File: config.mk
export PLATFORM = sky130hd
export DESIGN_NAME = alu_unit
export DESIGN_NICKNAME = d
export VERILOG_FILES = /design/src/verilog/cpu_isa_pkg.sv /design/src/verilog/exec_bus_pkg.sv /design/src/verilog/alu_unit.sv
export SDC_FILE = /design/constraint.sdc
export NUM_CORES = 1
export LEC_CHECK = 0
export ABC_AREA = 1
export ABC_CLOCK_PERIOD_IN_PS = 3300
export BUFFER_PORTS_ARGS = -buffer_cell sky130_fd_sc_hd__buf_2
export CAP_MARGIN = 30
export CORE_MARGIN = 5
export CORE_UTILIZATION = 45
export CTS_CLUSTER_SIZE = 14
export DETAILED_ROUTE_END_ITERATION = 16
export PLACE_DENSITY = 0.74
export SYNTH_ARGS = -nofsm -noshare
export SYNTH_HDL_FRONTEND = slang
export SYNTH_SLANG_ARGS = --single-unit
File: constraint.sdc
create_clock -name in_clk -period 3.3 [get_ports in_clk]
set_clock_uncertainty 0.05 [all_clocks]
set_input_delay 0.165 -clock in_clk [delete_from_list [all_inputs] [get_ports in_clk]]
set_output_delay 0.165 -clock in_clk [all_outputs]
set_load 0.1 [all_outputs]
File: src/verilog/cpu_isa_pkg.sv
package cpu_isa_pkg;

    typedef logic [31:0] word_t;
    typedef logic [4:0]  reg_addr_t;

    // Shifts take their amount from the low five bits of operand a.
    typedef enum logic [3:0] {
        ALU_ADD  = 4'd0,
        ALU_SUB  = 4'd1,
        ALU_AND  = 4'd2,
        ALU_OR   = 4'd3,
        ALU_XOR  = 4'd4,
        ALU_NOR  = 4'd5,
        ALU_SLT  = 4'd6,
        ALU_SLTU = 4'd7,
        ALU_SLL  = 4'd8,
        ALU_SRL  = 4'd9,
        ALU_SRA  = 4'd10,
        ALU_LUI  = 4'd11    // Operand b moved into the upper half.
    } aluc_t;

    // Codes 1, 3 and 4 belong to sources outside the execute stage.
    typedef enum logic [2:0] {
        RD_LO     = 3'd0,
        RD_CLZ    = 3'd2,
        RD_ALU    = 3'd5,
        RD_HI     = 3'd6,
        RD_MUL_LO = 3'd7
    } rd_src_t;

    // A divide puts the remainder in HI and the quotient in LO.
    typedef enum logic [1:0] {
        HL_DIV = 2'd0,
        HL_MUL = 2'd1,
        HL_RS  = 2'd2
    } hilo_src_t;

endpackage

File: src/verilog/exec_bus_pkg.sv
package exec_bus_pkg;

    import cpu_isa_pkg::*;

    // One decoded operation as it leaves the decode stage.
    typedef struct packed {
        word_t     rs;
        word_t     rt;
        word_t     immed;           // Already sign or zero extended.
        word_t     shamt;
        logic      alu_a_shamt;
        logic      alu_b_immed;
        aluc_t     aluc;
        logic      muldiv_signed;
        logic      rd_wena;
        reg_addr_t rd_waddr;
        rd_src_t   rd_sel;
        logic      hi_wena;
        hilo_src_t hi_sel;
        logic      lo_wena;
        hilo_src_t lo_sel;
    } exec_uop_t;

    typedef struct packed {
        word_t alu;
        word_t clz;
    } alu_result_t;

    typedef struct packed {
        word_t hi;
        word_t lo;
    } mul_view_t;

    typedef struct packed {
        word_t rem;
        word_t quo;
    } div_view_t;

    // The multiply/divide unit keeps one word per operation and the select codes
    // decide which view it is read through.
    typedef union packed {
        mul_view_t prod;
        div_view_t div;
    } muldiv_result_u;

    typedef struct packed {
        logic      rd_wena;
        reg_addr_t rd_waddr;
        word_t     rd_data;
        logic      hi_wena;
        word_t     hi_data;
        logic      lo_wena;
        word_t     lo_data;
    } wb_bus_t;

endpackage

File: src/verilog/alu_unit.sv
module alu_unit
    import cpu_isa_pkg::*, exec_bus_pkg::*;
(
    input  logic        in_clk,
    input  logic        in_rst,
    input  logic        valid,
    input  exec_uop_t   uop,
    output alu_result_t alu_res
);

    word_t op_a;
    word_t op_b;
    word_t alu_out;
    word_t clz_out;

    assign op_a = uop.alu_a_shamt ? uop.shamt : uop.rs;
    assign op_b = uop.alu_b_immed ? uop.immed : uop.rt;

    always_comb
    begin
        case (uop.aluc)
            ALU_ADD:  alu_out = op_a + op_b;
            ALU_SUB:  alu_out = op_a - op_b;
            ALU_AND:  alu_out = op_a & op_b;
            ALU_OR:   alu_out = op_a | op_b;
            ALU_XOR:  alu_out = op_a ^ op_b;
            ALU_NOR:  alu_out = ~(op_a | op_b);
            ALU_SLT:  alu_out = {31'b0, ($signed(op_a) < $signed(op_b))};
            ALU_SLTU: alu_out = {31'b0, (op_a < op_b)};
            ALU_SLL:  alu_out = op_b << op_a[4:0];
            ALU_SRL:  alu_out = op_b >> op_a[4:0];
            ALU_SRA:  alu_out = word_t'($signed(op_b) >>> op_a[4:0]);
            ALU_LUI:  alu_out = {op_b[15:0], 16'b0};
            default:  alu_out = '0;
        endcase
    end

    // The scan runs upward, so the highest set bit decides the count.
    always_comb
    begin
        clz_out = 32'd32;
        for (int i = 0; i < 32; i++)
        begin
            if (uop.rs[i])
                clz_out = 32'(31 - i);
        end
    end

    always_ff @(posedge in_clk)
    begin
        if (valid)
        begin
            alu_res.alu <= alu_out;
            alu_res.clz <= clz_out;
        end
    end

    // Decode never issues an ALU code outside the defined set.
    assert property (@(posedge in_clk) disable iff (in_rst)
        valid |-> uop.aluc inside {ALU_ADD, ALU_SUB, ALU_AND, ALU_OR, ALU_XOR, ALU_NOR,
                                   ALU_SLT, ALU_SLTU, ALU_SLL, ALU_SRL, ALU_SRA, ALU_LUI})
    else
        $error("alu_unit: undefined ALU code %0h", uop.aluc);

endmodule

; ---- After elaboration in Yosys (flattened, before gate mapping)
; Cells that the tools add are included.
[totals]
register_bits = 38
in_bits = 153
output_inout_bits = 64
wordCells = 69
[classes]
addsub = 2
n_lt_le_gt_ge = 2
n_eq_ne = 11
n_shift = 3
muxes = 34
bitwise_logic = 4
n_reduce_logical = 6
[op_table]
columns = operator, count
row1 = $pmux 32 s12, 1
row2 = $mux 5, 15
row3 = $lt 32x32->1, 2
row4 = $mux 32, 2
row5 = $add 32x32->32, 1
row6 = $and 32x32->32, 1
row7 = $mux 4, 8
row8 = $not 32->32, 1
row9 = $or 32x32->32, 1
row10 = $shl 32x5->32, 1
row11 = $shr 32x5->32, 1
row12 = $sshr 32x5->32, 1
row13 = $sub 32x32->32, 1
row14 = $xor 32x32->32, 1
row15 = $reduce_or 31->1, 1
row16 = $eq 4x3->1 const B, 4
row17 = $eq 4x4->1 const B, 4
row18 = $reduce_or 16->1, 1
row19 = $mux 3, 4
row20 = $eq 4x2->1 const B, 2
row21 = $reduce_or 8->1, 1
row22 = $mux 6, 1
row23 = $eq 4x1->1 const B, 1
row24 = $logic_not 4->1, 1
row25 = 4 further kinds, 5

; ---- Logic depth before layout (Yosys ltp)
[logic_depth]
ltp_word = 31
mapped_depth = 31

; ---- Worst setup path before layout
; Ideal clock, no wire load.
[synth_timing]
path_kind = input to register
startpoint = input uop[21] in the netlist's numbering
endpoint = register alu_res[62] in the netlist's numbering (data pin)
setup_time_ns = 0.263
t_arrival_ns = 3.315
required_time_ns = 2.987
slack_ns = -0.328
path_stages = 26
n_path_buf = 5
cell_sequence = buf_6 > buf_2 > nand2_1 > o21ai_1 > clkbuf_1 > clkbuf_1 > ha_1 > buf_2 > or2_1 > o21ai_2 > nand2_1 > nand2_1 > a21oi_2 > inv_2 > nand2_1 > nand2_2 > a31oi_2 > o21ai_2 > nand2_1 > nand2_1 > a21o_1 > nand2_1 > nand2_1 > nand2_1 > nand3_1 > nand3_1
[synth_via]
elab_chain_cells = 4
elab_cells_between_ends = 11
classes_between = add/sub: 2 / shift: 3 / mux: 2 / bitwise: 4
[synth_rtl]
columns = item, line
row1 = from (decl), alu_unit.sv:7  ; input exec_uop_t uop,
row2 = $mux 32 *, alu_unit.sv:16  ; assign op_a = uop.alu_a_shamt ? uop.shamt : uop.rs;
row3 = branches (longest 2 deep; another with $sub 32x32->32), -
row4 = $pmux 32 s12 *, alu_unit.sv:21  ; case (uop.aluc)
row5 = net alu_out[30], alu_unit.sv:13  ; word_t alu_out;
row6 = to (decl), alu_unit.sv:8  ; output alu_result_t alu_res
; Mark *: on every way through the listed nets, which the timed path passes.
; A chain may end at the register's enable or synchronous reset.

; ---- Final worst setup path
[layout_timing]
startpoint = input uop[21] in the netlist's numbering
endpoint = register alu_res[56] in the netlist's numbering (data pin)
; The elaborated chain is that of the path after synthesis.

==> flow_summary.ini <==
[outcome]
outcome = complete, no violations

[cts]
cts_sinks = 38
cts_hold_buf = 0
root_buffer = clkbuf_16
cts_buffers = 5
htreeDepth = 2
cts_buffer_depth = 2
clk_pin_slew_ns = 0.08
cts_tree = yes

[placement]
io_buffers = 173
place_ws_ns = -0.222
placed_cells = 2677
place_congestion = 1.11
dp.final_hpwl_um = 49500

[power]
ir_drop_v = 0.000231
power.switching_mw = 2.72
clkPwrFrac_pct = 14.2
p_sw_share_pct = 54.8
power_frac_seq_pct = 12.6
combPwrFrac_pct = 73.2
p_leak_nw = 7.64
p_int_mw = 2.25
power_density_mw_per_mm2 = 341
finalPower_mw = 4.97

[yosys]
ys_seq_area_share_pct = 10.2
yosys.cell_types.count = 60
synth_top_area_cell = nand2_1
synth-xor-area-share_pct = 0.234
synth-edff-count = 38
synthAdderAreaFrac_pct = 11.0
synthTopCellsByArea = nand2_1 (16%), ha_1 (11%), edfxtp_1 (10%)
synth_top_area_share_pct = 16.3
synth_commonest_cells = nand2_1 (488), inv_1 (288), o21ai_0 (188), nor2_1 (163), a21oi_1 (135)
ys_ff_latch = 38
synth_compound_area_share_pct = 31.7
ys.flop_type = edfxtp_1
netlist_area_mm2 = 0.0112
syn_area_per_cell_um2 = 5.68
synth_cells = 1979
synthSimpleGateAreaFrac_pct = 30.2
synthMuxAreaShare_pct = 0.445
synthArstFlopShare_pct = 0
yosysWarnings = 0
synth_top_family_by_area = compound AO/OA/AOI/OAI gates
yosysMostFrequentCell = nand2_1

[layout]
syn_to_final_growth_pct = 29.9
largest_register = alu_res
drive_gt1_share_pct = 24.8
largest_reg_flops = 38
largestRegisters = alu_res (38)
fin_nets = 2615
stdcell_count = 2690

[setup_path]
critPathArrivalTime_ns = 3.18
max_stage_delay_ns = 0.41
required_ns = 3.31
crit_chain = buf_2 > o21ai_4 > inv_2 > ha_2 > fa_2 > nand2_2 > o21ai_2 > a31oi_2 > o21ai_2 > a21boi_2 > buf_4 > o21ai_4 > a21oi_2 > o21ai_2 > a21boi_2 > o21ai_2 > nand2_1 > nand3_1 > nand3_1 > nand3_1
cp-start-kind = input pin
cp-end-kind = flip-flop
crit_slowest_cell = fa_2
critPathKind = in2reg
crit_path_max_fanout = 6
crit_path_frequent_cell = o21ai_2

[timing]
hold_viol_final = 0
slew_headroom_pct = 24.5
worst_pin_slew_ns = 1.13
setup_viol = 0
fin_ws_ns = 0.135
period_needed_ns = 3.17
fmax_ghz = 0.316
timing.final.crit_share_pct = 95.9
holdWs_ns = 0.132
drv_slew = 0

[floorplan]
die_area_mm2 = 0.0282
core-area_mm2 = 0.0245
initial_utilization_pct = 45.9
die_y_um = 168
rows = 57
chipWidth_um = 168
pin_count = 217

[global_route]
track_usage_pct = 39.5
grt_max_degree = 57
antenna_found_initial = 1
grt_pass1_wl_um = 86200
met1_usage_pct = 51.4
grt_use_met3_pct = 10.5
grt_pass1_vias = 14700
grt_util_met2_pct = 58.6
grt_overflow_total = 0
busiest_layer = met2

[drt]
drtIter0Drc = 2215
vias_per_cell = 5.88
route.vias.total = 15800
wirelength_um = 58700
dr.pass1.iters = 6
wl_per_cell_um = 21.8
drtAntennaViolNets = 0
drc_errors = 0

[min_path]
holdCritPathClass = in2reg

[run]
drv_cap = 0
[power groups by stage]
stage          registers (mW)  clock network [mW]  logic [mW]
6_report                0.626               0.707        3.64
5_1_grt                 0.630               0.731        3.85
4_1_cts                 0.625               0.711        3.50
3_5_place_dp            0.635                   0        3.49
3_3_place_gp            0.637                   0        3.45
2_1_floorplan            1.05                   0        1.70
[cells in the final DEF (no fill, tap or decap), types with 7 or more instances in the layout]
cell	instances
nor2_1	161
buf_12	7
a211oi_1	7
nand2_2	14
nand4_1	17
nand3_1	105
o21ai_1	39
o21ai_2	35
nand2_1	486
buf_2	173
nor4_1	11
a221oi_1	19
edfxtp_1	38
a31oi_1	23
o221ai_1	7
inv_2	19
o22ai_1	19
a2111oi_0	12
nor3_1	16
o2111ai_1	15
o21ai_0	186
inv_1	287
conb_1	26
a21oi_1	133
or2_1	7
o211ai_1	18
buf_4	293
o31ai_1	8
ha_1	94
[routing by layer]
metal | part of all wire (%) | up-vias | routed length (µm)
met2 | 41 | 1139 | 23900
met4 | 7.5 | 0 | 4400
met3 | 12 | 202 | 7250
met1 | 40 | 7120 | 23200
li1 | - | 7358 | -
met5 | 0 | - | 0
[area by class of cell]
class | instances | area (µm²)
repair buffers | 475 | 3240
multi-input cells | 1534 | 8450
clock inverters | 3 | 68.8
flip-flops and latches | 38 | 1140
inverters | 310 | 1170
well taps | 324 | 405
clock buffers | 5 | 125
diodes | 1 | 2.50
fillers | 2504 | 9860
[worst max-delay path: cells and delay by family]
family / cells / cell delay, ns
compound gates: 10 / 1.58
fa+ha+maj: 2 / 0.63
simple gates: 5 / 0.41
buf+inv: 3 / 0.40
[per-stage QoR]
step	setup TNS [ns]	util, %	instance area, µm²
floorplan	-0.0160	-	11400
CTS	0	59.3	14500
detailed placement	-1.56	58.5	14300
global placement	-0.532	58.4	14300
finish	0	59.7	14600
global route	-0.00298	59.7	14600
[repair_timing]
item	in CTS	in global routing
gates resized for setup	0	14
setup endpoints to repair	0	10
setup buffers	0	3
[path summary, 6_finish.rpt]
path / slack [ns] / from / depth (start not counted) / to
setup / recovery: 0.13 / uop[21] / 20 / alu_res[56]$_DFFE_PP_
hold / removal: 0.13 / uop[149] / 2 / alu_res[0]$_SDFFCE_PP0P_
[cell families after synthesis]
family	after synthesis
other	1
AO/OA/AOI/OAI	574
multiplexers	5
flip-flops	38
XOR/XNOR	3
buffers and inverters	432
AND/OR/NAND/NOR	828
adder cells (fa/ha/maj)	98
Note: power is estimated with default switching activity, not from simulation.
