**config.mk**
```make
export PLATFORM = sky130hd
export DESIGN_NAME = writeback_select
export DESIGN_NICKNAME = d
export VERILOG_FILES = /design/src/verilog/cpu_isa_pkg.sv /design/src/verilog/exec_bus_pkg.sv /design/src/verilog/writeback_select.sv
export SDC_FILE = /design/constraint.sdc
export NUM_CORES = 1
export LEC_CHECK = 0
export ABC_AREA = 1
export BUFFER_PORTS_ARGS = -buffer_cell sky130_fd_sc_hd__buf_2
export CELL_PAD_IN_SITES_DETAIL_PLACEMENT = 1
export CELL_PAD_IN_SITES_GLOBAL_PLACEMENT = 1
export CORE_UTILIZATION = 29
export CTS_BUF_LIST = sky130_fd_sc_hd__clkbuf_16
export DETAILED_ROUTE_END_ITERATION = 8
export PLACE_DENSITY = 0.87
export SETUP_SLACK_MARGIN = 0.05
export SLEW_MARGIN = 20
export SYNTH_ARGS = -nofsm -noshare
export SYNTH_HDL_FRONTEND = slang
export SYNTH_SLANG_ARGS = --single-unit
```
**constraint.sdc**
```tcl
create_clock -name in_clk -period 2.4 [get_ports in_clk]
set_input_delay 0.24 -clock in_clk [delete_from_list [all_inputs] [get_ports in_clk]]
set_output_delay 0.24 -clock in_clk [all_outputs]
set_load 0.02 [all_outputs]
```
**src/verilog/cpu_isa_pkg.sv**
```systemverilog
package cpu_isa_pkg;

    typedef logic [31:0] word_t;
    typedef logic [4:0]  reg_addr_t;

    // Shifts take their amount from the low five bits of operand a.
    typedef enum logic [3:0] {
        ALU_ADD  = 4'd0,
        ALU_SUB  = 4'd1,
        ALU_AND  = 4'd2,
        ALU_OR   = 4'd3,
        ALU_XOR  = 4'd4,
        ALU_NOR  = 4'd5,
        ALU_SLT  = 4'd6,
        ALU_SLTU = 4'd7,
        ALU_SLL  = 4'd8,
        ALU_SRL  = 4'd9,
        ALU_SRA  = 4'd10,
        ALU_LUI  = 4'd11    // Operand b moved into the upper half.
    } aluc_t;

    // Codes 1, 3 and 4 belong to sources outside the execute stage.
    typedef enum logic [2:0] {
        RD_LO     = 3'd0,
        RD_CLZ    = 3'd2,
        RD_ALU    = 3'd5,
        RD_HI     = 3'd6,
        RD_MUL_LO = 3'd7
    } rd_src_t;

    // A divide puts the remainder in HI and the quotient in LO.
    typedef enum logic [1:0] {
        HL_DIV = 2'd0,
        HL_MUL = 2'd1,
        HL_RS  = 2'd2
    } hilo_src_t;

endpackage

```
**src/verilog/exec_bus_pkg.sv**
```systemverilog
package exec_bus_pkg;

    import cpu_isa_pkg::*;

    // One decoded operation as it leaves the decode stage.
    typedef struct packed {
        word_t     rs;
        word_t     rt;
        word_t     immed;           // Already sign or zero extended.
        word_t     shamt;
        logic      alu_a_shamt;
        logic      alu_b_immed;
        aluc_t     aluc;
        logic      muldiv_signed;
        logic      rd_wena;
        reg_addr_t rd_waddr;
        rd_src_t   rd_sel;
        logic      hi_wena;
        hilo_src_t hi_sel;
        logic      lo_wena;
        hilo_src_t lo_sel;
    } exec_uop_t;

    typedef struct packed {
        word_t alu;
        word_t clz;
    } alu_result_t;

    typedef struct packed {
        word_t hi;
        word_t lo;
    } mul_view_t;

    typedef struct packed {
        word_t rem;
        word_t quo;
    } div_view_t;

    // The multiply/divide unit keeps one word per operation and the select codes
    // decide which view it is read through.
    typedef union packed {
        mul_view_t prod;
        div_view_t div;
    } muldiv_result_u;

    typedef struct packed {
        logic      rd_wena;
        reg_addr_t rd_waddr;
        word_t     rd_data;
        logic      hi_wena;
        word_t     hi_data;
        logic      lo_wena;
        word_t     lo_data;
    } wb_bus_t;

endpackage

```
**src/verilog/writeback_select.sv**
```systemverilog
module writeback_select
    import cpu_isa_pkg::*, exec_bus_pkg::*;
(
    input  logic           in_clk,
    input  logic           in_rst,
    input  logic           valid,
    input  exec_uop_t      uop,
    input  alu_result_t    alu_res,
    input  muldiv_result_u md_res,
    output logic           wb_valid,
    output wb_bus_t        wb
);

    typedef struct packed {
        logic      rd_wena;
        reg_addr_t rd_waddr;
        rd_src_t   rd_sel;
        logic      hi_wena;
        hilo_src_t hi_sel;
        logic      lo_wena;
        hilo_src_t lo_sel;
    } wb_ctrl_t;

    logic      s1_valid;
    wb_ctrl_t  s1_ctrl;
    word_t     s1_rs;
    word_t     hi_reg;
    word_t     lo_reg;
    word_t     hi_next;
    word_t     lo_next;
    word_t     rd_next;
    logic      rd_wena_q;
    logic      hi_wena_q;
    logic      lo_wena_q;
    reg_addr_t rd_waddr_q;
    word_t     rd_data_q;

    function automatic word_t pick_hilo(hilo_src_t sel, word_t md_w, word_t rs_w, word_t held);
        case (sel)
            HL_DIV,
            HL_MUL:  return md_w;
            HL_RS:   return rs_w;
            default: return held;
        endcase
    endfunction

    always_ff @(posedge in_clk or posedge in_rst)
    begin
        if (in_rst)
        begin
            s1_valid <= 1'b0;
            s1_ctrl  <= '0;
        end
        else
        begin
            s1_valid <= valid;
            s1_ctrl  <= '{rd_wena: uop.rd_wena, rd_waddr: uop.rd_waddr, rd_sel: uop.rd_sel,
                          hi_wena: uop.hi_wena, hi_sel: uop.hi_sel,
                          lo_wena: uop.lo_wena, lo_sel: uop.lo_sel};
        end
    end

    always_ff @(posedge in_clk)
    begin
        if (valid)
            s1_rs <= uop.rs;
    end

    // The remainder shares the upper word with the high product, the quotient the lower one.
    assign hi_next = pick_hilo(s1_ctrl.hi_sel, md_res.prod.hi, s1_rs, hi_reg);
    assign lo_next = pick_hilo(s1_ctrl.lo_sel, md_res.prod.lo, s1_rs, lo_reg);

    // HI and LO are read here after the previous operation has already written them.
    always_comb
    begin
        case (s1_ctrl.rd_sel)
            RD_LO:     rd_next = lo_reg;
            RD_CLZ:    rd_next = alu_res.clz;
            RD_ALU:    rd_next = alu_res.alu;
            RD_HI:     rd_next = hi_reg;
            RD_MUL_LO: rd_next = md_res.prod.lo;
            default:   rd_next = '0;
        endcase
    end

    always_ff @(posedge in_clk or posedge in_rst)
    begin
        if (in_rst)
        begin
            wb_valid  <= 1'b0;
            rd_wena_q <= 1'b0;
            hi_wena_q <= 1'b0;
            lo_wena_q <= 1'b0;
            hi_reg    <= '0;
            lo_reg    <= '0;
        end
        else
        begin
            wb_valid  <= s1_valid;
            rd_wena_q <= s1_valid && s1_ctrl.rd_wena;
            hi_wena_q <= s1_valid && s1_ctrl.hi_wena;
            lo_wena_q <= s1_valid && s1_ctrl.lo_wena;
            if (s1_valid && s1_ctrl.hi_wena)
                hi_reg <= hi_next;
            if (s1_valid && s1_ctrl.lo_wena)
                lo_reg <= lo_next;
        end
    end

    always_ff @(posedge in_clk)
    begin
        if (s1_valid)
        begin
            rd_waddr_q <= s1_ctrl.rd_waddr;
            rd_data_q  <= rd_next;
        end
    end

    assign wb = '{rd_wena: rd_wena_q, rd_waddr: rd_waddr_q, rd_data: rd_data_q,
                  hi_wena: hi_wena_q, hi_data: hi_reg,       // HI data is the new register value.
                  lo_wena: lo_wena_q, lo_data: lo_reg};

    // An enabled write must name a source that exists in this core.
    assert property (@(posedge in_clk) disable iff (in_rst)
        s1_valid |->
            (!s1_ctrl.rd_wena ||
             s1_ctrl.rd_sel inside {RD_LO, RD_CLZ, RD_ALU, RD_HI, RD_MUL_LO}) &&
            (!s1_ctrl.hi_wena || s1_ctrl.hi_sel inside {HL_DIV, HL_MUL, HL_RS}) &&
            (!s1_ctrl.lo_wena || s1_ctrl.lo_sel inside {HL_DIV, HL_MUL, HL_RS}))
    else
        $error("writeback_select: enabled write with reserved select code");

endmodule

```
After elaboration in Yosys (flattened, before gate mapping)
Cells that the tools add are included.

cells by class
  equal/unequal tests = 8
  multiplexer cells = 3
  reductions and logical operators = 12

operator list
  kind                                                              number
  32-bit one-hot mux with 5 select lines                            1
  32-bit one-hot mux with 2 select lines                            2
  3-bit == test (second input constant)                             3
  2-bit by 1-bit == test with 1-bit output (second input constant)  2
  2-bit == test (second input constant)                             2
  2-bit logical NOT                                                 2
  2-bit AND reduction                                               2
  2-bit nonzero test                                                2
  2-bit OR reduction                                                2
  3-bit by 2-bit == test with 1-bit output (second input constant)  1
  1-bit logical AND                                                 3
  3-bit logical NOT                                                 1

word-level totals
  bits in registers = 153
  input bits = 281
  output and inout port bits = 105

Depth between registers and ports, before layout
Gate-level depths: netlist of run 1.

  depth in word-level cells = 4
  mapped depth = 8
  gate-level depth less buffers = 6

Least setup slack after synthesis of run 1
No wires, ideal clock.

  kind = reg2reg
  start point = register s1_valid
  end point = register hi_reg[19]
  library setup time = 117 ps
  arrival = 1889 ps
  required time = 2283 ps
  slack = 395 ps
  cell stages (with the launch flop) = 7
  buffers on the path = 1
  cells stage by stage = dfrtp_1 nand2_1 a21oi_2 inv_1 buf_2 nand2_1 nand2_1

between the ends
  longest elaborated chain between the ends = 2

ends and longest elaborated chain
  what                           RTL line                 text
  start: declaration             writeback_select.sv:24   logic s1_valid;
  start signal: assignment       writeback_select.sv:56   s1_valid <= valid;
  1-bit logical AND              writeback_select.sv:103  if (s1_valid && s1_ctrl.hi_wena)
  2-bit AND reduction (no line)  n/a
  end signal: assignment         writeback_select.sv:104  hi_reg <= hi_next;
  end: declaration               writeback_select.sv:27   word_t hi_reg;

No other way between the ends.
A chain may end at the register's enable or synchronous reset.

Worst setup path after layout of run 1
  start point = register s1_ctrl[8] (netlist bit)
  end point = register rd_data_q[21], data pin

between the ends
  longest elaborated chain between the ends = 2
  elaborated cells between the ends (all ways) = 6

ends and longest elaborated chain
  what                                         RTL line                 text
  start: declaration                           writeback_select.sv:25   wb_ctrl_t s1_ctrl;
  start signal: assignment                     writeback_select.sv:57   s1_ctrl <= '{rd_wena: uop.rd_wena, rd_waddr: uop.rd_waddr, rd_sel: uop.rd_sel,
  3-bit == test, or another cell as far along  writeback_select.sv:76   case (s1_ctrl.rd_sel)
  32-bit one-hot mux with 5 select lines (*)   writeback_select.sv:76
  named net rd_next[21]                        writeback_select.sv:31   word_t rd_next;
  end signal: assignment                       writeback_select.sv:115  rd_data_q <= rd_next;
  end: declaration                             writeback_select.sv:36   word_t rd_data_q;

The timed path passes the listed nets; every way through them passes the cells marked *.

==> results of run 1 <==
[cell type report]
type | instances | area (sq um) | share of cell area
clock inverter | 13 | 119 | 0.0114
antenna | 7 | 17.5 | 0.00169
clock buffer | 19 | 475 | 0.0457
inverter | 137 | 518 | 0.0498
sequential | 153 | 4180 | 0.402
timing repair buffer | 351 | 2110 | 0.203
multi-input combinational | 606 | 2570 | 0.247
tap | 330 | 413 | 0.0397
[power by group through the flow]
stage               Clock, uW  Combinational, uW  Sequential [uW]
global placement            0               1430             3320
CTS                      2850               1540             3290
detailed placement          0               1480             3340
floorplan                   0                523             3590
finish                   2810               1550             3290
global route             2960               1700             3320
[cells in the mapped netlist]
master	count
buf_2	29
nand3_1	50
inv_1	135
buf_1	2
buf_4	5
dfrtp_1	84
edfxtp_1	69
nor2_1	115
nand2_1	324
a21oi_2	2
inv_2	2
buf_6	5
nand4_1	33
nand2_2	3
clkbuf_1	14
nor2_4	1
o21ai_0	78
[how the worst max path moves through the flow]
| stage | startpoint | to | cells after the start |
|---|---|---|---|
| floorplan | s1_valid | hi_reg[19] | 6 |
| global placement | s1_ctrl[8] | rd_data_q[21] | 5 |
| detailed placement | s1_ctrl[8] | rd_data_q[27] | 5 |
| CTS | s1_ctrl[8] | rd_data_q[21] | 5 |
| global route | s1_ctrl[8] | rd_data_q[31] | 5 |
| finish | s1_ctrl[8] | rd_data_q[21] | 5 |
[metal layers]
layer	global-route usage	up-vias	share of wire
li1	-	3596	-
met1	0.276	3721	0.43
met2	0.383	300	0.49
met3	0.0437	70	0.054
met4	0.0964	0	0.032
met5	0	-	0
[what timing repair did]
item / 4_1_cts / 5_1_grt
endpoints found under the hold margin: 126 / 2
setup endpoints to repair: 0 / 0
hold buffers: 44 / 2
[cell families (layout without fill, tap and decap cells)]
| family | Yosys count | count (layout) | synth area share |
|---|---|---|---|
| DFF | 153 | 153 | 0.554 |
| and+or+nand+nor | 526 | 526 | 0.283 |
| buffers and inverters | 192 | 520 | 0.108 |
| AOI/OAI and AO/OA | 80 | 80 | 0.0542 |
| other | 0 | 7 | 0 |
[through the flow]
stage | util | worst slack [ns] | power (uW) | hold WS [ns] | cell area [sq um]
detailed placement | 0.368 | 0.504 | 4820 | 0.350 | 9320
global route | 0.410 | 0.350 | 7980 | 0.000183 | 10400
global placement | 0.368 | 0.542 | 4760 | 0.351 | 9320
CTS | 0.409 | 0.494 | 7690 | 0.000720 | 10400
finish | 0.410 | 0.486 | 7640 | 0.0242 | 10400
floorplan | - | 0.395 | 4120 | 0.271 | 7530
==> impl_metrics.env, run 1 <==
export IMPL_power_combinational_fraction=0.202
export IMPL_clock_path_buffers=2
export IMPL_critPathLaunchType="register"
export IMPL_clk_pin_slew_ns=0.07
export IMPL_clock_latency_ns=0.42
export IMPL_r2r_setup_slack_ns=0.49
export IMPL_most_common_layout_cells="324 x nand2_1, 282 x buf_2, 132 x inv_1, 115 x nor2_1, 81 x dfrtp_1"
export IMPL_finClkSkew_ns=0.0162
export IMPL_p_int_uw=5110
export IMPL_cts_inserted_buffers=17
export IMPL_grt_ovfl_total=0
export IMPL_path_delay_family="flip-flops"
export IMPL_worstReg2RegEnd="rd_data_q[21]"
export IMPL_placementRows=58
export IMPL_yosysTopAreaCell="dfrtp_1"
export IMPL_crit_slowest_cell="dfrtp_2"
export IMPL_synth_area_leaders="dfrtp_1 28%, edfxtp_1 28%, nand2_1 16%"
export IMPL_grt_pass1_wl_mm=44.8
export IMPL_core_area_sq_mm=0.0253
export IMPL_min_from="uop[133]"
export IMPL_place_congestion=0.802
export IMPL_synth_area_sq_mm=0.00753
export IMPL_tns_ns=0
export IMPL_power_density_mw_per_mm2=735
export IMPL_nets=1547
export IMPL_power_leakage_uw=0.00562
export IMPL_peakVddDrop_uv=408
export IMPL_cts_root_buf="clkbuf_16"
export IMPL_rr_worst_depth=5
export IMPL_crit_buf_inv=2
export IMPL_grt_pass1_vias=8175
export IMPL_ant_nets=0
export IMPL_pin_count=386
export IMPL_start_util=0.297
export IMPL_run_status="finished clean"
export IMPL_cts_setup_buffers=0
export IMPL_holdPathStages=1
export IMPL_synthCells=951
export IMPL_switching_share=0.331
export IMPL_grt_usage=0.225
export IMPL_die_y_microns=163
export IMPL_critical_path_max_stage_delay_ns=0.63
export IMPL_drive_above_1_share=0.274
export IMPL_power_frac_clock=0.367
export IMPL_slew_viol_final=0
export IMPL_hp_class="in2reg"
export IMPL_cts_sinks=153
export IMPL_crit_fanout=16
export IMPL_final_common_cell="nand2_1"
export IMPL_yosys_cell_types_count=17
export IMPL_wl_mm=29.6
export IMPL_synth_seq_cells=153
export IMPL_cts_resized=0
export IMPL_cts_tree="built"
export IMPL_cp_required_ns=2.69
export IMPL_rsz0062_at_grt="no"
export IMPL_htreeDepth=4
export IMPL_dp_hpwl_mm=20.0
export IMPL_wire_per_inst_microns=18.3
export IMPL_die_x_microns=163
export IMPL_end_kind="register"
export IMPL_grt_max_degree=85
export IMPL_drv_cap=0
export IMPL_max_slew_margin=0.484
export IMPL_synth_top_area_share=0.279
export IMPL_seqPwrFrac=0.430
export IMPL_drt_vias_per_instance=4.76
export IMPL_dr_pass1_iters=4
export IMPL_fin_crit_sh=0.797
export IMPL_syn2layout_area_growth_pct=38.1
export IMPL_synth_area_per_cell_sq_um=7.92
export IMPL_die_area_sq_mm=0.0266
export IMPL_antenna_found_initial=6
export IMPL_num_fill_cells=3106
export IMPL_critPathKind="reg2reg"
export IMPL_whs_endpoint="s1_rs[15]"
export IMPL_dr_total_vias=7687
export IMPL_drtIter0Drc=426
export IMPL_yosysSeqAreaShare=0.554
export IMPL_port_buffers=282
export IMPL_fin_cells=1616
export IMPL_worst_slew_pin_slew_ns=0.772
export IMPL_numPlacedInstances=1531
export IMPL_p_switching_uw=2530
export IMPL_final_setup_viol_count=0
export IMPL_hold_violations=0
export IMPL_cp_cell_sequence="nand3_2 -> buf_12 -> o21ai_0 -> inv_1 -> nand2_1"
export IMPL_min_period_ns=1.91
export IMPL_yosysWarnings=0
export IMPL_r2r_start="s1_ctrl[8]"
export IMPL_max_freq_mhz=522
export IMPL_arrival_ns=2.20
export IMPL_drc=0
export IMPL_syn_nets=1232
Power figures use the tool's default switching activity.
==> inputs of run 2 (changes only) <==
--- a/config.mk
+++ b/config.mk
@@ -9,10 +9,10 @@
 export BUFFER_PORTS_ARGS = -buffer_cell sky130_fd_sc_hd__buf_2
 export CELL_PAD_IN_SITES_DETAIL_PLACEMENT = 1
 export CELL_PAD_IN_SITES_GLOBAL_PLACEMENT = 1
-export CORE_UTILIZATION = 29
+export CORE_UTILIZATION = 32
 export CTS_BUF_LIST = sky130_fd_sc_hd__clkbuf_16
 export DETAILED_ROUTE_END_ITERATION = 8
-export PLACE_DENSITY = 0.87
+export PLACE_DENSITY = 0.9
 export SETUP_SLACK_MARGIN = 0.05
 export SLEW_MARGIN = 20
 export SYNTH_ARGS = -nofsm -noshare
==> constraint.sdc (replaced) <==
create_clock -name in_clk -period 2 [get_ports in_clk]
set_input_delay 0.2 -clock in_clk [delete_from_list [all_inputs] [get_ports in_clk]]
set_output_delay 0.2 -clock in_clk [all_outputs]
set_load 0.02 [all_outputs]
==> run 2 against run 1 <==
Against the previous run:
- fmax grew 16%
- sequential share of layout area is 0.27 points lower
- via count decreased by 0.31%
==> impl_metrics.env, run 2 (same netlist as run 1, synthesis figures left out) <==
export IMPL_cp_required_ns=2.16
export IMPL_ant_nets=0
export IMPL_syn2layout_area_growth_pct=39.0
export IMPL_die_x_microns=155
export IMPL_place_congestion=0.834
export IMPL_cts_tree="built"
export IMPL_max_freq_mhz=608
export IMPL_slew_viol_final=0
export IMPL_dp_hpwl_mm=20.6
export IMPL_crit_fanout=23
export IMPL_grt_pass1_wl_mm=44.9
export IMPL_drv_cap=0
export IMPL_crit_slowest_cell="dfrtp_2"
export IMPL_htreeDepth=4
export IMPL_placementRows=55
export IMPL_grt_pass1_vias=8131
export IMPL_port_buffers=282
export IMPL_dr_total_vias=7663
export IMPL_cp_cell_sequence="buf_4 -> nand3_2 -> buf_12 -> nor2_1 -> nor2_1 -> nand2_1"
export IMPL_critPathLaunchType="register"
export IMPL_nets=1557
export IMPL_drtIter0Drc=411
export IMPL_path_delay_family="simple AND/OR/NAND/NOR gates"
export IMPL_antenna_found_initial=5
export IMPL_start_util=0.330
export IMPL_crit_buf_inv=2
export IMPL_die_area_sq_mm=0.0241
export IMPL_grt_ovfl_total=0
export IMPL_critical_path_max_stage_delay_ns=0.44
export IMPL_drive_above_1_share=0.276
export IMPL_hp_class="in2reg"
export IMPL_run_status="finished clean"
export IMPL_final_setup_viol_count=0
export IMPL_numPlacedInstances=1522
export IMPL_end_kind="register"
export IMPL_hold_violations=0
export IMPL_rsz0062_at_grt="no"
export IMPL_drt_vias_per_instance=4.77
export IMPL_wire_per_inst_microns=18.2
export IMPL_wl_mm=29.3
export IMPL_die_y_microns=155
export IMPL_tns_ns=0
export IMPL_path_common_cell="nor2_1"
export IMPL_cts_inserted_buffers=17
export IMPL_final_common_cell="nand2_1"
export IMPL_critPathKind="reg2reg"
export IMPL_grt_max_degree=65
export IMPL_fin_crit_sh=0.823
export IMPL_cts_root_buf="clkbuf_16"
export IMPL_clock_path_buffers=2
export IMPL_clock_latency_ns=0.42
export IMPL_pin_count=386
export IMPL_power_leakage_uw=0.00567
export IMPL_finClkSkew_ns=0.0122
export IMPL_grt_usage=0.246
export IMPL_drc=0
export IMPL_power_density_mw_per_mm2=872
export IMPL_clk_pin_slew_ns=0.07
export IMPL_cts_sinks=153
export IMPL_peakVddDrop_uv=459
export IMPL_arrival_ns=1.81
export IMPL_r2r_setup_slack_ns=0.35
export IMPL_core_area_sq_mm=0.0228
export IMPL_worst_slew_pin_slew_ns=0.621
export IMPL_min_period_ns=1.65
export IMPL_most_common_layout_cells="324 x nand2_1, 282 x buf_2, 134 x inv_1, 115 x nor2_1, 81 x dfrtp_1"
export IMPL_power_uw=9130
export IMPL_dr_pass1_iters=5
export IMPL_max_slew_margin=0.585
export IMPL_fin_cells=1607
## run 2: power breakdown
| group | switching (uW) | internal, uW |
|---|---|---|
| Sequential | 258 | 3680 |
| Combinational | 1230 | 668 |
| Clock | 1430 | 1870 |
| Total | 2910 | 6220 |
## run 2: final timing paths
kind	from	endpoint	cells past startpoint
max reg2reg	s1_ctrl[6]	rd_data_q[29]	6
max	s1_ctrl[6]	rd_data_q[29]	6
min reg2reg	s1_ctrl[10]	rd_waddr_q[1]	0
max in group asynchronous	in_rst	hi_reg[15]	4
min	md_res[40]	hi_reg[8]	5
min in group asynchronous	in_rst	s1_ctrl[2]	3
## run 2: layout make-up
type                       instances  area, sq um
antenna                            5         12.5
clock buffer                      19          475
clock inverter                    13          110
fill                            2856        12400
inverter                         137          518
multi-input combinational        606         2570
sequential                       153         4180
tap                              313          392
timing repair buffer             361         2210
## run 2: worst register-to-register path: cells and delay by family (launching register included)
family                 cells  cell delay [ns]
and+or+nand+nor            4             0.51
DFF                        1             0.44
buffers and inverters      2             0.45
## run 2: routing by layer
| layer | up-vias | GRT usage | part of all wire |
|---|---|---|---|
| met5 | - | 0 | 0 |
| met4 | 0 | 0.0705 | 0.018 |
| met3 | 35 | 0.0565 | 0.064 |
| met2 | 284 | 0.425 | 0.50 |
| met1 | 3726 | 0.306 | 0.42 |
| li1 | 3618 | - | - |
## run 2: timing repair
item | in CTS | in global routing
hold buffers | 48 | 0
endpoints found under the hold margin | 67 | 0
setup buffers | 0 | 0
resized for setup | 0 | 0
## run 2: stage by stage
step	area [sq um]	hold WS, ns	utilization	setup WS [ns]
floorplan	7530	0.231	-	0.377
global placement	9390	0.292	0.411	0.382
detailed placement	9390	0.301	0.411	0.345
CTS	10500	0.0717	0.458	0.332
global route	10500	0.119	0.458	0.237
finish	10500	0.0957	0.458	0.355
==> inputs of run 3 (changes only) <==
==> constraint.sdc (replaced) <==
create_clock -name in_clk -period 1.6 [get_ports in_clk]
set_input_delay 0.16 -clock in_clk [delete_from_list [all_inputs] [get_ports in_clk]]
set_output_delay 0.16 -clock in_clk [all_outputs]
set_load 0.02 [all_outputs]
==> run 3 against run 2 <==
Against the previous run:
- clock skew shrank 0.0014 ns
- hold slack lost 0.051 ns
- worst setup slack worse by 0.21 ns
- sequential share of layout area down 0.24 points
- fmax rose by 13%
- critical path depth decreased by 1
- final area increased by 0.71%
- final cell count is 0.25% higher
- non-clock buffer count is 5 higher
- count of clock-buffer cells in the layout shrank 2
==> impl_metrics.env, run 3 (same netlist as run 1, synthesis figures left out) <==
export IMPL_final_common_cell="nand2_1"
export IMPL_grt_max_degree=65
export IMPL_nets=1562
export IMPL_drtIter0Drc=398
export IMPL_run_status="finished clean"
export IMPL_place_congestion=0.821
export IMPL_pin_count=386
export IMPL_stdcell_area_sq_mm=0.0105
export IMPL_drive_above_1_share=0.281
export IMPL_crit_fanout=18
export IMPL_end_kind="register"
export IMPL_power_uw=11400
export IMPL_port_buffers=282
export IMPL_ant_nets=0
export IMPL_grt_pass1_vias=8672
export IMPL_dr_total_vias=7814
export IMPL_max_slew_margin=0.604
export IMPL_dp_hpwl_mm=21.1
export IMPL_path_delay_family="flip-flops"
export IMPL_cp_required_ns=1.76
export IMPL_min_period_ns=1.45
export IMPL_peakVddDrop_uv=563
export IMPL_cts_sinks=153
export IMPL_worst_slew_pin_slew_ns=0.594
export IMPL_die_x_microns=155
export IMPL_path_common_cell="nor2_1"
export IMPL_wire_per_inst_microns=18.8
export IMPL_start_util=0.330
export IMPL_power_leakage_uw=0.00570
export IMPL_htreeDepth=4
export IMPL_wl_mm=30.3
export IMPL_max_freq_mhz=687
export IMPL_dr_pass1_iters=5
export IMPL_clock_latency_ns=0.42
export IMPL_grt_ovfl_total=0
export IMPL_clk_pin_slew_ns=0.07
export IMPL_die_area_sq_mm=0.0241
export IMPL_drc=0
export IMPL_finClkSkew_ns=0.0108
export IMPL_rsz0062_at_grt="no"
export IMPL_antenna_found_initial=4
export IMPL_hp_class="in2reg"
export IMPL_most_common_layout_cells="324 x nand2_1, 282 x buf_2, 134 x inv_1, 115 x nor2_1, 80 x dfrtp_1"
export IMPL_critical_path_max_stage_delay_ns=0.50
export IMPL_core_area_sq_mm=0.0228
export IMPL_drv_cap=0
export IMPL_final_setup_viol_count=0
export IMPL_hold_violations=0
export IMPL_syn2layout_area_growth_pct=40.0
export IMPL_critPathLaunchType="register"
export IMPL_arrival_ns=1.62
export IMPL_placementRows=55
export IMPL_placed_cell_area_sq_mm=0.00947
export IMPL_cts_tree="built"
export IMPL_crit_slowest_cell="dfrtp_2"
export IMPL_cts_root_buf="clkbuf_16"
export IMPL_critPathKind="reg2reg"
export IMPL_die_y_microns=155
export IMPL_clock_path_buffers=2
export IMPL_drt_vias_per_instance=4.85
export IMPL_cp_cell_sequence="buf_4 -> nand3_1 -> nor2_1 -> nor2_1 -> nand2_1"
export IMPL_cts_inserted_buffers=17
export IMPL_slew_viol_final=0
export IMPL_place_worst_setup_slack_ns=0.112
export IMPL_crit_buf_inv=1
export IMPL_power_density_mw_per_mm2=1080
export IMPL_fin_crit_sh=0.909
export IMPL_grt_usage=0.258
export IMPL_worst_slack_ns=0.145
export IMPL_grt_pass1_wl_mm=46.7
export IMPL_tns_ns=0
run 3: cell count changes in the layout (fill, tap and decap cells not counted):
cell	previous run	this run
buf_12	7	11
clkinv_4	0	3
inv_4	3	0
clkbuf_16	19	17
inv_8	0	2
buf_6	0	1
clkinv_1	3	2
clkinv_2	0	1
dfrtp_1	81	80
dfrtp_4	0	1
diode_2	5	4
run 3: metal layers:
metal	wire length, microns	GRT usage	vias to the layer above
met3	1900	0.0552	71
met5	0	0	-
met4	1090	0.127	0
met1	12100	0.305	3766
met2	15200	0.443	362
li1	-	-	3615
run 3: power breakdown:
group	internal (uW)	total, uW	switching [uW]
clock	2180	4030	1850
sequential	4600	4930	324
combinational	855	2410	1550
run 3: area by class of cell:
type	instances	area (sq um)
clock inverter	15	141
inverter	137	518
tap	313	392
antenna	4	10.0
sequential	153	4180
multi-input combinational	606	2570
clock buffer	17	425
fill	2832	12300
timing repair buffer	366	2300
run 3: final timing paths:
check / startpoint / to / slack, ns / cells after the start
worst min register to register: s1_ctrl[11] / rd_waddr_q[2] / 0.42 / 0
max in group asynchronous: in_rst / s1_valid / 0.65 / 4
worst max-delay path: s1_ctrl[6] / rd_data_q[19] / 0.15 / 5
worst min-delay path: md_res[45] / hi_reg[13] / 0.05 / 5
min in group asynchronous: in_rst / lo_reg[28] / 0.36 / 4
worst max register to register: s1_ctrl[6] / rd_data_q[19] / 0.15 / 5
run 3: worst min-delay path, cell delays in order:
cell and delay (ns):
buf_2 0.08, nand2_1 0.04, o21ai_0 0.06, nand2_1 0.05
nand2_1 0.05
run 3: timing repair:
action                                  CTS  global route
resized for setup                         0             2
buffers inserted                          0             1
endpoints found under the setup margin    0             4
hold endpoints to repair                131             0
hold buffers                             48             0
run 3: through the flow:
| stage | std cells | hold WS [ns] | util |
|---|---|---|---|
| after global routing | 1611 | 0.0481 | 0.461 |
| after global placement | 1526 | 0.251 | 0.414 |
| after detailed placement | 1526 | 0.267 | 0.414 |
| after floorplan | 951 | 0.191 | - |
| after CTS | 1606 | 0.0323 | 0.460 |
| final | 1611 | 0.0451 | 0.461 |
